`config.mk`:
```
export PLATFORM = sky130hd
export DESIGN_NAME = rv_decode_stage
export DESIGN_NICKNAME = d
export VERILOG_FILES = /design/src/rtl/rv_config_pkg.sv /design/src/rtl/rv_types_pkg.sv /design/src/rtl/decode_if.sv /design/src/rtl/inst_fetch_latch.sv /design/src/rtl/inst_decoder.sv /design/src/rtl/decode_result_reg.sv /design/src/rtl/rv_decode_stage.sv
export SDC_FILE = /design/constraint.sdc
export NUM_CORES = 1
export LEC_CHECK = 0
export ABC_CLOCK_PERIOD_IN_PS = 2200
export BUFFER_PORTS_ARGS = -buffer_cell sky130_fd_sc_hd__buf_2
export CAP_MARGIN = 20
export CORE_AREA = 4 4 112 140
export CTS_CLUSTER_DIAMETER = 80
export DETAILED_ROUTE_END_ITERATION = 10
export DIE_AREA = 0 0 116 144
export GPL_ROUTABILITY_DRIVEN = 0
export PLACE_DENSITY_LB_ADDON = 0.12
export SETUP_SLACK_MARGIN = 0.02
export SYNTH_ARGS = -nofsm -noshare
export SYNTH_HDL_FRONTEND = slang
export SYNTH_SLANG_ARGS = --single-unit
```
`constraint.sdc`:
```
create_clock -name i_clk -period 2.2 [get_ports i_clk]
set_input_delay 0.11 -clock i_clk [delete_from_list [all_inputs] [get_ports i_clk]]
set_output_delay 0.11 -clock i_clk [all_outputs]
set_load 0.02 [all_outputs]
```
`src/rtl/rv_config_pkg.sv`:
```
`default_nettype none

package rv_config_pkg;

    localparam int DATA_WIDTH = 32;    // Instruction and data word
    localparam int REG_WIDTH  = 5;     // GPR address
    localparam int CSR_WIDTH  = 12;    // CSR address

    // Multiply and divide instructions decode as ALU ops when set
    localparam bit RV_EXT_M   = 1'b1;

endpackage

`default_nettype wire

```
`src/rtl/rv_types_pkg.sv`:
```
`default_nettype none

package rv_types_pkg;

    import rv_config_pkg::*;

    typedef logic [DATA_WIDTH-1:0] inst_t;      // Raw instruction word
    typedef logic [DATA_WIDTH-1:0] data_t;      // Immediate or data value
    typedef logic [REG_WIDTH-1:0]  gpr_addr_t;  // x0..x31
    typedef logic [CSR_WIDTH-1:0]  csr_addr_t;  // CSR number

    // Major opcodes in bits [6:0]
    typedef enum logic [6:0] {
        OPCODE_LUI    = 7'b0110111,
        OPCODE_AUIPC  = 7'b0010111,
        OPCODE_JAL    = 7'b1101111,
        OPCODE_JALR   = 7'b1100111,
        OPCODE_BRANCH = 7'b1100011,
        OPCODE_LOAD   = 7'b0000011,
        OPCODE_STORE  = 7'b0100011,
        OPCODE_OP_IMM = 7'b0010011,
        OPCODE_OP     = 7'b0110011,
        OPCODE_FENCE  = 7'b0001111,
        OPCODE_SYSTEM = 7'b1110011
    } opcode_t;

    typedef logic [3:0] trap_cause_t;           // Low bits of mcause

    localparam trap_cause_t CAUSE_ILLEGAL    = 4'd2;   // Illegal instruction
    localparam trap_cause_t CAUSE_BREAKPOINT = 4'd3;   // EBREAK
    localparam trap_cause_t CAUSE_ECALL_M    = 4'd11;  // ECALL from M-mode

endpackage

`default_nettype wire

```
`src/rtl/decode_if.sv`:
```
`timescale 1ns/1ps
`default_nettype none

interface decode_if;

    import rv_types_pkg::*;

    logic      valid;       // Fields below meaningful only when set
    opcode_t   op;
    gpr_addr_t rs1;
    gpr_addr_t rs2;
    gpr_addr_t rd;
    csr_addr_t csr;
    data_t     imm;         // Immediate for the word's format
    logic      is_alu;
    logic      is_csr;
    logic      is_wfi;
    logic      is_mret;
    logic      is_illegal;  // Exception flags
    logic      is_ecall;
    logic      is_ebreak;

    modport producer (output valid, op, rs1, rs2, rd, csr, imm,
                      output is_alu, is_csr, is_wfi, is_mret,
                      output is_illegal, is_ecall, is_ebreak);

    modport consumer (input valid, op, rs1, rs2, rd, csr, imm,
                      input is_alu, is_csr, is_wfi, is_mret,
                      input is_illegal, is_ecall, is_ebreak);

endinterface

`default_nettype wire

```
`src/rtl/inst_fetch_latch.sv`:
```
`timescale 1ns/1ps
`default_nettype none

module inst_fetch_latch (
    input  logic                i_clk,
    input  logic                i_rst_n,
    input  logic                i_inst_valid,  // New word this cycle
    input  rv_types_pkg::inst_t i_inst,
    output logic                o_valid,       // Registered strobe
    output rv_types_pkg::inst_t o_inst         // Held word for the decoder
);

    always_ff @(posedge i_clk or negedge i_rst_n)
    begin
        if (!i_rst_n)
        begin
            o_valid <= 1'b0;
            o_inst  <= '0;
        end
        else
        begin
            o_valid <= i_inst_valid;
            if (i_inst_valid)
                o_inst <= i_inst;  // Word stays put while idle
        end
    end

endmodule

`default_nettype wire

```
`src/rtl/inst_decoder.sv`:
```
`timescale 1ns/1ps
`default_nettype none

module inst_decoder (
    input  logic                i_valid,  // From fetch latch
    input  rv_types_pkg::inst_t i_inst,   // Word to decode
    decode_if.producer          dec
);

    import rv_config_pkg::*;
    import rv_types_pkg::*;

    data_t imm_i;
    data_t imm_s;
    data_t imm_b;
    data_t imm_u;
    data_t imm_j;
    data_t imm_shamt;
    data_t imm_csr;

    assign imm_i     = {{21{i_inst[31]}}, i_inst[30:20]};
    assign imm_s     = {{21{i_inst[31]}}, i_inst[30:25], i_inst[11:7]};
    assign imm_b     = {{20{i_inst[31]}}, i_inst[7], i_inst[30:25], i_inst[11:8], 1'b0};
    assign imm_u     = {i_inst[31:12], 12'b0};
    assign imm_j     = {{12{i_inst[31]}}, i_inst[19:12], i_inst[20], i_inst[30:21], 1'b0};
    assign imm_shamt = {{(DATA_WIDTH-REG_WIDTH){1'b0}}, i_inst[24:20]};
    assign imm_csr   = {{(DATA_WIDTH-REG_WIDTH){1'b0}}, i_inst[19:15]};  // uimm in rs1 slot

    always_comb
    begin
        dec.valid      = i_valid;
        dec.op         = opcode_t'(i_inst[6:0]);
        dec.rs1        = i_inst[REG_WIDTH+14:15];
        dec.rs2        = i_inst[REG_WIDTH+19:20];
        dec.rd         = i_inst[REG_WIDTH+6:7];
        dec.csr        = i_inst[CSR_WIDTH+19:20];
        dec.imm        = '0;

        dec.is_alu     = 1'b0;
        dec.is_csr     = 1'b0;
        dec.is_wfi     = 1'b0;
        dec.is_mret    = 1'b0;
        dec.is_illegal = 1'b0;
        dec.is_ecall   = 1'b0;
        dec.is_ebreak  = 1'b0;

        // Key is funct7, funct3, opcode
        unique casez ({i_inst[31:25], i_inst[14:12], i_inst[6:0]})
            {10'b???????_???, OPCODE_LUI},
            {10'b???????_???, OPCODE_AUIPC}:
                dec.imm = imm_u;

            {10'b???????_???, OPCODE_JAL}:
                dec.imm = imm_j;

            {10'b???????_000, OPCODE_JALR}:
                dec.imm = imm_i;

            {10'b???????_000, OPCODE_BRANCH},  // BEQ
            {10'b???????_001, OPCODE_BRANCH},  // BNE
            {10'b???????_100, OPCODE_BRANCH},  // BLT
            {10'b???????_101, OPCODE_BRANCH},  // BGE
            {10'b???????_110, OPCODE_BRANCH},  // BLTU
            {10'b???????_111, OPCODE_BRANCH}:  // BGEU
                dec.imm = imm_b;

            {10'b???????_000, OPCODE_LOAD},    // LB
            {10'b???????_001, OPCODE_LOAD},    // LH
            {10'b???????_010, OPCODE_LOAD},    // LW
            {10'b???????_100, OPCODE_LOAD},    // LBU
            {10'b???????_101, OPCODE_LOAD}:    // LHU
                dec.imm = imm_i;

            {10'b???????_000, OPCODE_STORE},   // SB
            {10'b???????_001, OPCODE_STORE},   // SH
            {10'b???????_010, OPCODE_STORE}:   // SW
                dec.imm = imm_s;

            {10'b???????_000, OPCODE_OP_IMM},  // ADDI
            {10'b???????_010, OPCODE_OP_IMM},  // SLTI
            {10'b???????_011, OPCODE_OP_IMM},  // SLTIU
            {10'b???????_100, OPCODE_OP_IMM},  // XORI
            {10'b???????_110, OPCODE_OP_IMM},  // ORI
            {10'b???????_111, OPCODE_OP_IMM}:  // ANDI
            begin
                dec.imm    = imm_i;
                dec.is_alu = 1'b1;
            end

            {10'b0000000_001, OPCODE_OP_IMM},  // SLLI
            {10'b0000000_101, OPCODE_OP_IMM},  // SRLI
            {10'b0100000_101, OPCODE_OP_IMM}:  // SRAI
            begin
                dec.imm    = imm_shamt;
                dec.is_alu = 1'b1;
            end

            {10'b0000000_000, OPCODE_OP},      // ADD
            {10'b0100000_000, OPCODE_OP},      // SUB
            {10'b0000000_001, OPCODE_OP},      // SLL
            {10'b0000000_010, OPCODE_OP},      // SLT
            {10'b0000000_011, OPCODE_OP},      // SLTU
            {10'b0000000_100, OPCODE_OP},      // XOR
            {10'b0000000_101, OPCODE_OP},      // SRL
            {10'b0100000_101, OPCODE_OP},      // SRA
            {10'b0000000_110, OPCODE_OP},      // OR
            {10'b0000000_111, OPCODE_OP}:      // AND
                dec.is_alu = 1'b1;

            {10'b0000001_???, OPCODE_OP}:      // MUL/DIV/REM group
            begin
                if (RV_EXT_M)
                    dec.is_alu = 1'b1;
                else
                    dec.is_illegal = 1'b1;
            end

            // No memory ordering support in this core
            {10'b0000???_000, OPCODE_FENCE},   // FENCE
            {10'b0000000_001, OPCODE_FENCE}:   // FENCE.I
                dec.is_illegal = 1'b1;

            {10'b0000000_000, OPCODE_SYSTEM}:
            begin
                case ({i_inst[24:20], i_inst[19:15], i_inst[11:7]})
                    15'b00000_00000_00000: dec.is_ecall  = 1'b1;
                    15'b00001_00000_00000: dec.is_ebreak = 1'b1;
                    default:               dec.is_illegal = 1'b1;
                endcase
            end

            {10'b0001000_000, OPCODE_SYSTEM}:
            begin
                if ({i_inst[24:20], i_inst[19:15], i_inst[11:7]} == 15'b00101_00000_00000)
                    dec.is_wfi = 1'b1;
                else
                    dec.is_illegal = 1'b1;
            end

            {10'b0011000_000, OPCODE_SYSTEM}:
            begin
                if (i_inst[24:20] == 5'b00010)  // Only rs2 slot is checked
                    dec.is_mret = 1'b1;
                else
                    dec.is_illegal = 1'b1;
            end

            {10'b???????_001, OPCODE_SYSTEM},  // CSRRW
            {10'b???????_010, OPCODE_SYSTEM},  // CSRRS
            {10'b???????_011, OPCODE_SYSTEM}:  // CSRRC
                dec.is_csr = 1'b1;

            {10'b???????_101, OPCODE_SYSTEM},  // CSRRWI
            {10'b???????_110, OPCODE_SYSTEM},  // CSRRSI
            {10'b???????_111, OPCODE_SYSTEM}:  // CSRRCI
            begin
                dec.imm    = imm_csr;
                dec.is_csr = 1'b1;
            end

            default:
                dec.is_illegal = 1'b1;
        endcase
    end

endmodule

`default_nettype wire

```
`src/rtl/decode_result_reg.sv`:
```
`timescale 1ns/1ps
`default_nettype none

module decode_result_reg (
    input  logic                      i_clk,
    input  logic                      i_rst_n,
    decode_if.consumer                dec,
    output logic                      o_valid,
    output rv_types_pkg::opcode_t     o_op,
    output rv_types_pkg::gpr_addr_t   o_rs1,
    output rv_types_pkg::gpr_addr_t   o_rs2,
    output rv_types_pkg::gpr_addr_t   o_rd,
    output rv_types_pkg::csr_addr_t   o_csr,
    output rv_types_pkg::data_t       o_imm,
    output logic                      o_is_alu,
    output logic                      o_is_csr,
    output logic                      o_is_wfi,
    output logic                      o_is_mret,
    output logic                      o_trap,        // Exception strobe
    output rv_types_pkg::trap_cause_t o_trap_cause   // mcause code, zero if none
);

    import rv_types_pkg::*;

    logic        trap;
    trap_cause_t cause;

    always_comb
    begin
        trap = dec.valid & (dec.is_illegal | dec.is_ecall | dec.is_ebreak);
        if (!trap)
            cause = '0;
        else if (dec.is_illegal)
            cause = CAUSE_ILLEGAL;
        else if (dec.is_ebreak)
            cause = CAUSE_BREAKPOINT;
        else
            cause = CAUSE_ECALL_M;
    end

    always_ff @(posedge i_clk or negedge i_rst_n)
    begin
        if (!i_rst_n)
        begin
            o_valid      <= 1'b0;
            o_op         <= opcode_t'('0);
            o_rs1        <= '0;
            o_rs2        <= '0;
            o_rd         <= '0;
            o_csr        <= '0;
            o_imm        <= '0;
            o_is_alu     <= 1'b0;
            o_is_csr     <= 1'b0;
            o_is_wfi     <= 1'b0;
            o_is_mret    <= 1'b0;
            o_trap       <= 1'b0;
            o_trap_cause <= '0;
        end
        else
        begin
            o_valid      <= dec.valid;
            o_trap       <= trap;
            o_trap_cause <= cause;
            if (dec.valid)
            begin
                o_op      <= dec.op;
                o_rs1     <= dec.rs1;
                o_rs2     <= dec.rs2;
                o_rd      <= dec.rd;
                o_csr     <= dec.csr;
                o_imm     <= dec.imm;
                o_is_alu  <= dec.is_alu  & ~trap;  // Trapping word has no class
                o_is_csr  <= dec.is_csr  & ~trap;
                o_is_wfi  <= dec.is_wfi  & ~trap;
                o_is_mret <= dec.is_mret & ~trap;
            end
            else
            begin
                o_op      <= opcode_t'('0);  // Idle cycle reads all zero
                o_rs1     <= '0;
                o_rs2     <= '0;
                o_rd      <= '0;
                o_csr     <= '0;
                o_imm     <= '0;
                o_is_alu  <= 1'b0;
                o_is_csr  <= 1'b0;
                o_is_wfi  <= 1'b0;
                o_is_mret <= 1'b0;
            end
        end
    end

endmodule

`default_nettype wire

```
`src/rtl/rv_decode_stage.sv`:
```
`timescale 1ns/1ps
`default_nettype none

module rv_decode_stage (
    input  logic                      i_clk,
    input  logic                      i_rst_n,
    input  logic                      i_inst_valid,  // One word per high cycle
    input  rv_types_pkg::inst_t       i_inst,
    output logic                      o_valid,       // Two cycles after input
    output rv_types_pkg::opcode_t     o_op,
    output rv_types_pkg::gpr_addr_t   o_rs1,
    output rv_types_pkg::gpr_addr_t   o_rs2,
    output rv_types_pkg::gpr_addr_t   o_rd,
    output rv_types_pkg::csr_addr_t   o_csr,
    output rv_types_pkg::data_t       o_imm,
    output logic                      o_is_alu,
    output logic                      o_is_csr,
    output logic                      o_is_wfi,
    output logic                      o_is_mret,
    output logic                      o_trap,
    output rv_types_pkg::trap_cause_t o_trap_cause
);

    import rv_types_pkg::*;

    logic  fetch_valid;
    inst_t fetch_inst;

    decode_if dec_bus ();  // Decoder to result register

    inst_fetch_latch fetch_i (
        .i_clk        (i_clk),
        .i_rst_n      (i_rst_n),
        .i_inst_valid (i_inst_valid),
        .i_inst       (i_inst),
        .o_valid      (fetch_valid),
        .o_inst       (fetch_inst)
    );

    inst_decoder decoder_i (
        .i_valid (fetch_valid),
        .i_inst  (fetch_inst),
        .dec     (dec_bus)
    );

    decode_result_reg result_i (
        .i_clk        (i_clk),
        .i_rst_n      (i_rst_n),
        .dec          (dec_bus),
        .o_valid      (o_valid),
        .o_op         (o_op),
        .o_rs1        (o_rs1),
        .o_rs2        (o_rs2),
        .o_rd         (o_rd),
        .o_csr        (o_csr),
        .o_imm        (o_imm),
        .o_is_alu     (o_is_alu),
        .o_is_csr     (o_is_csr),
        .o_is_wfi     (o_is_wfi),
        .o_is_mret    (o_is_mret),
        .o_trap       (o_trap),
        .o_trap_cause (o_trap_cause)
    );

endmodule

`default_nettype wire

```
Word level (Yosys, flattened, before mapping)
Index checks and enable logic that the tools add are counted.
- ROM bits: 0
- output and inout port bits: 76
- memories: 0
- input port bits: 35
- memory bits (writable): 0
- word-level logic and storage cells: 112
- flip-flop bits (word level): 109
- latch bits: 0
- shift-type cells: 0
- eq/ne operators: 50
- reductions and logical operators: 11
- multiplexer cells: 28
- bitwise operators: 8
- divide/modulo/power cells: 0
- $mul: 0
- magnitude comparators: 0
- $add $sub $neg: 0
- operator list (operator ; count):
    $pmux 32 s7 ; 1
    $eq 10x10->1 const B ; 12
    $eq 17x10->1 const B ; 5
    $eq 10x9->1 const B ; 6
    $eq 17x16->1 const B ; 3
    $reduce_or 44->1 ; 1
    $eq 10x8->1 const B ; 4
    $eq 17x8->1 const B ; 2
    $eq 17x9->1 const B ; 2
    $mux 32 ; 1
    $eq 10x7->1 const B ; 2
    $reduce_or 20->1 ; 1
    $eq 17x14->1 const B ; 1
    $eq 17x15->1 const B ; 1
    $eq 17x6->1 const B ; 1
    $eq 17x7->1 const B ; 1
    $mux 1 ; 17
    $eq 15x11->1 const B ; 1
    $eq 15x13->1 const B ; 1
    $logic_not 15->1 ; 1
    $mux 5 ; 3
    $eq 14x8->1 const B ; 1
    $mux 12 ; 1
    $mux 4 ; 3
    other kinds (16) ; 25

Logic depth before layout (Yosys ltp)
- depth after elaboration: 10
- mapped depth: 8
- mapped depth without buffers: 5

By module
Synthesis repeated with hierarchy kept, for this count alone.
- cells, all modules: 387
- area total of the unflattened synthesis: 4911.0 µm²
- by module, submodules not included (module ; sequential area each (µm²) ; cells an instance ; instances ; area an instance (µm²)):
    decode_result_reg ; 1851.8 ; 160 ; 1 ; 2404.8
    inst_fetch_latch ; 825.8 ; 69 ; 1 ; 1370.1
    inst_decoder ; 0.0 ; 158 ; 1 ; 1136.1

Worst setup path before layout
No wires, ideal clock.
- path type: register to register
- start point: register fetch_i.o_inst[2]
- end point: register result_i.o_imm[11]
- path slack: 247 ps
- data required time: 2057 ps
- arrival: 1810 ps
- cell stages (with the launch flop): 9
- library setup time: 143 ps
- period minus slack after synthesis: 1953 ps
- buffers on the path: 3
- cells stage by stage: dfrtp_1 -> and4b_1 -> and4_4 -> buf_6 -> or2_0 -> buf_6 -> nor3_4 -> buf_6 -> a221oi_1
- cells in the longest elaborated chain, start to end: 4
- elaborated cells on any way between the ends: 38
- classes of those cells: eq/ne (30); mux (2); reduce/logical (6)
- ends and longest elaborated chain (what ; RTL line ; text):
    start, declared ; inst_fetch_latch.sv:10 ; output rv_types_pkg::inst_t o_inst
    start signal, assigned ; inst_fetch_latch.sv:24 ; o_inst <= i_inst;
    $eq 10x7->1 (tied with other cells) ; inst_decoder.sv:48 ; unique casez ({i_inst[31:25], i_inst[14:12], i_inst[6:0]})
    $reduce_or 12->1 (no line) (tied with other cells) ; -- ;
    $pmux 32 s7 (*) ; inst_decoder.sv:48 ;
    $mux 32 (*) ; decode_result_reg.sv:64 ; if (dec.valid)
    end signal, assigned ; decode_result_reg.sv:71 ; o_imm <= dec.imm;
    end, declared ; decode_result_reg.sv:14 ; output rv_types_pkg::data_t o_imm,
Mark *: on every way between the ends. The rest lies on a longest branch, timed or not.
A chain may end at the register's enable or synchronous reset.

Worst setup path in the final report
- start point: register fetch_i.o_inst[6]
- end point: register result_i.o_trap_cause[1]
- cells in the longest elaborated chain, start to end: 7
- elaborated cells on any way between the ends: 56
- classes of those cells: eq/ne (47); mux (5); bitwise (3); reduce/logical (1)
- ends and longest elaborated chain (what ; RTL line ; text):
    $eq 17x8->1 (tied with other cells) ; inst_decoder.sv:48 ;
    $reduce_or 44->1 (no line) ; -- ;
    $pmux 1 s4 ; inst_decoder.sv:48 ;
    $or 1x1->1 (2 in a row) ; decode_result_reg.sv:30 ; trap = dec.valid & (dec.is_illegal | dec.is_ecall | dec.is_ebreak);
    $and 1x1->1 ; decode_result_reg.sv:30 ;
    $mux 4 (*) ; decode_result_reg.sv:31 ; if (!trap)
    net result_i.cause[1] ; decode_result_reg.sv:26 ; trap_cause_t cause;
    end signal, assigned ; decode_result_reg.sv:63 ; o_trap_cause <= cause;
    end, declared ; decode_result_reg.sv:20 ; output rv_types_pkg::trap_cause_t o_trap_cause
Mark *: on every way through the listed nets, which the timed path passes. The rest lies on a longest branch.

==> flow_metrics.env <==
export IMPL_status="complete, no violations"
export IMPL_grt_overflow=0
export IMPL_placed_cell_area_um2=5120
export IMPL_top_layer="met4"
export IMPL_yosysUniqueCellTypes=49
export IMPL_synthArstFlopShare=1.00
export IMPL_postRouteAntennaNets=0
export IMPL_cts_made_buffers=9
export IMPL_fillers=1450
export IMPL_synth_main_ff_cell="dfrtp_1"
export IMPL_endpoint_kind="flop"
export IMPL_portBuffers=109
export IMPL_synth_area_um2=4230
export IMPL_syn_inst=349
export IMPL_wl_per_cell_um=17.0
export IMPL_maxCapViolCount=0
export IMPL_clkLatencyLatePin_ps=340
export IMPL_die_h_um=144
export IMPL_clk_path_buf_depth=2
export IMPL_hold_viol_final=0
export IMPL_drt_pass1_iter_count=4
export IMPL_yosysWarnings=0
export IMPL_initial_utilization=0.295
export IMPL_dp_hpwl_um=8310
export IMPL_yosysSeqAreaShare=0.604
export IMPL_syn_area_per_cell_um2=12.1
export IMPL_fin_crit_sh=0.956
export IMPL_worstSetupPathType="reg -> reg"
export IMPL_core_area_um2=14300
export IMPL_power_static_leakage_nw=2.74
export IMPL_hp_class="in -> reg"
export IMPL_final_cell_mix="buf_2, dfrtp_1, buf_4, and2_1, mux2_2"
export IMPL_drc=0
export IMPL_dieArea_um2=16700
export IMPL_num_rows=49
export IMPL_grt_pass1_wl_um=18800
export IMPL_peakVddDrop_uv=306
export IMPL_clock_root_buffer="clkbuf_16"
export IMPL_grt_total_usage=0.147
export IMPL_dieWidth_um=116
export IMPL_met3_length_um=588
export IMPL_drt_met1_wl_um=4920
export IMPL_antenna_cells=0
export IMPL_skew_ps=10.1
export IMPL_fmax_mhz=475
export IMPL_via_per_inst=4.77
export IMPL_slew_limit_headroom=0.453
export IMPL_cellPowerDensity_nw_per_um2=744
export IMPL_place_ws_ps=-137
export IMPL_cp_required_ps=2440
export IMPL_fin_crit_ps=2100
export IMPL_cts_tree="yes"
export IMPL_critical_path_max_fanout=9
export IMPL_syn_nets=384
export IMPL_layout_commonest_cell="buf_2"
export IMPL_regArea_um2=2550
export IMPL_multi_input_comb_area_um2=1570
export IMPL_cts_sinks=102
export IMPL_syn_to_final_growth_pct=36.5
export IMPL_h_tree_depth=3
export IMPL_cp_data_arrival_time_ps=2350
export IMPL_design_area_um2=5770
export IMPL_whs_path_depth=2
export IMPL_drv_slew=0
export IMPL_drt_first_iter_violations=138
export IMPL_vias=3265
export IMPL_instances_no_fill=684
export IMPL_finalPower_mw=4.30
export IMPL_critPathLaunchType="flop"
export IMPL_wl_met2_um=5880
export IMPL_dp_cells=642
export IMPL_setup_viol=0
export IMPL_rsz0062_at_grt="true"
export IMPL_grt_start_max_net_pins=55
export IMPL_grt_antenna_before_repair=0
export IMPL_setup_slack_ps=96.0
export IMPL_drt_wl_total_um=11600
export IMPL_synth_seq_cells=102
export IMPL_drive_gt1_frac=0.427
export IMPL_worst_pin_slew_ps=821
export IMPL_grt_pass1_vias=3488
export IMPL_cts_clk_slew_worst_paths_ps=70
export IMPL_io_pins=111
export IMPL_nNetsFinal=538
export IMPL_rr_worst_depth=6
export IMPL_synth_edff_count=0
## cells by family (layout without fill, tap and decap cells)
group	Yosys count	count (layout)	synth area share
flops	102	102	0.604
buf+inv	36	193	0.0459
xor+xnor	1	1	0.00207
simple gates	119	119	0.161
compound gates	61	61	0.109
mux	29	29	0.0772
other cells	1	1	0.000887
## timing repair
action,4_1_cts,5_1_grt
setup buffers,0,5
hold buffers,23,0
hold endpoints to repair,43,0
resized for setup,4,13
pin swaps,0,5
gates cloned,0,0
setup endpoints to repair,26,26
## routing by layer
layer | track usage | up-vias
li1 | - | 1540
met1 | 0.190 | 1618
met2 | 0.242 | 91
met3 | 0.0264 | 16
met4 | 0.0599 | 0
met5 | 0 | -
## synth_stat cells (2+ instances only)
library cell | n | share of area
buf_2 | 8 | 0.0095
or3_1 | 2 | 0.0030
o21ai_0 | 6 | 0.0071
o31ai_1 | 5 | 0.0089
nand2b_1 | 2 | 0.0030
a22oi_1 | 6 | 0.011
buf_6 | 3 | 0.0080
or2_2 | 3 | 0.0044
buf_4 | 7 | 0.012
nor3_1 | 6 | 0.0071
clkbuf_1 | 12 | 0.011
inv_1 | 6 | 0.0053
and2_1 | 36 | 0.053
nor2_1 | 13 | 0.012
a21oi_1 | 11 | 0.013
mux2_2 | 29 | 0.077
a221oi_2 | 2 | 0.0071
dfrtp_1 | 102 | 0.60
nor4_1 | 10 | 0.015
and3_1 | 2 | 0.0030
nor2b_1 | 2 | 0.0030
a211oi_1 | 3 | 0.0053
nand2_1 | 27 | 0.024
o2111ai_1 | 2 | 0.0041
a2111oi_0 | 2 | 0.0041
a221oi_1 | 15 | 0.031
nand3_1 | 5 | 0.0059
## flip-flops by register name, summed over array words and instances, names as in the netlist
register / flops
result_i.o_rd: 5
result_i.o_trap_cause: 3
result_i.o_rs1: 5
result_i.o_op: 7
result_i.o_imm: 32
fetch_i.o_valid: 1
result_i.o_is_csr: 1
result_i.o_csr: 12
fetch_i.o_inst: 32
result_i.o_valid: 1
result_i.o_is_mret: 1
result_i.o_is_alu: 1
result_i.o_is_wfi: 1
## final timing paths
check,startpoint,to,slack (ps)
worst min register to register,fetch_i.o_inst[10]$_DFFE_PN0P_,result_i.o_rd[3]$_DFF_PN0_,570
worst min-delay path,i_inst[17],fetch_i.o_inst[17]$_DFFE_PN0P_,8
max in group asynchronous,i_rst_n,fetch_i.o_inst[5]$_DFFE_PN0P_,1280
min in group asynchronous,i_rst_n,result_i.o_csr[0]$_DFF_PN0_,210
worst max register to register,fetch_i.o_inst[6]$_DFFE_PN0P_,result_i.o_trap_cause[1]$_DFF_PN0_,100
worst max-delay path,fetch_i.o_inst[6]$_DFFE_PN0P_,result_i.o_trap_cause[1]$_DFF_PN0_,100
## area by class of cell
class	count	share of cell area
Multi-Input combinational cell	211	0.272
Clock buffer	10	0.0397
Inverter	6	0.00390
Tap cell	178	0.0386
Timing Repair Buffer	173	0.190
Sequential cell	102	0.443
Clock inverter	4	0.0128
## worst max-delay path: stages, from the launching register on
cell and delay, ps:
dfrtp_1 410, buf_4 190, inv_1 210, a2bb2oi_1 130, a2111oi_0 650, nand4bb_1 180, o22ai_1 230
## power by group
group,internal [mW],switching [mW],total [mW]
clock network,0.985,0.661,1.65
registers,1.98,0.0952,2.08
logic,0.257,0.317,0.574
total,3.22,1.07,4.30
## metrics by stage
step                TNS (ps)  hold slack, ps   util
floorplan                  0            -186      -
global placement        -710            25.8  0.357
detailed placement     -1690            29.7  0.357
CTS                        0          0.0870  0.396
global route               0            7.09  0.402
finish                     0            8.49  0.402
No activity file was read; power rests on OpenSTA's default activity.
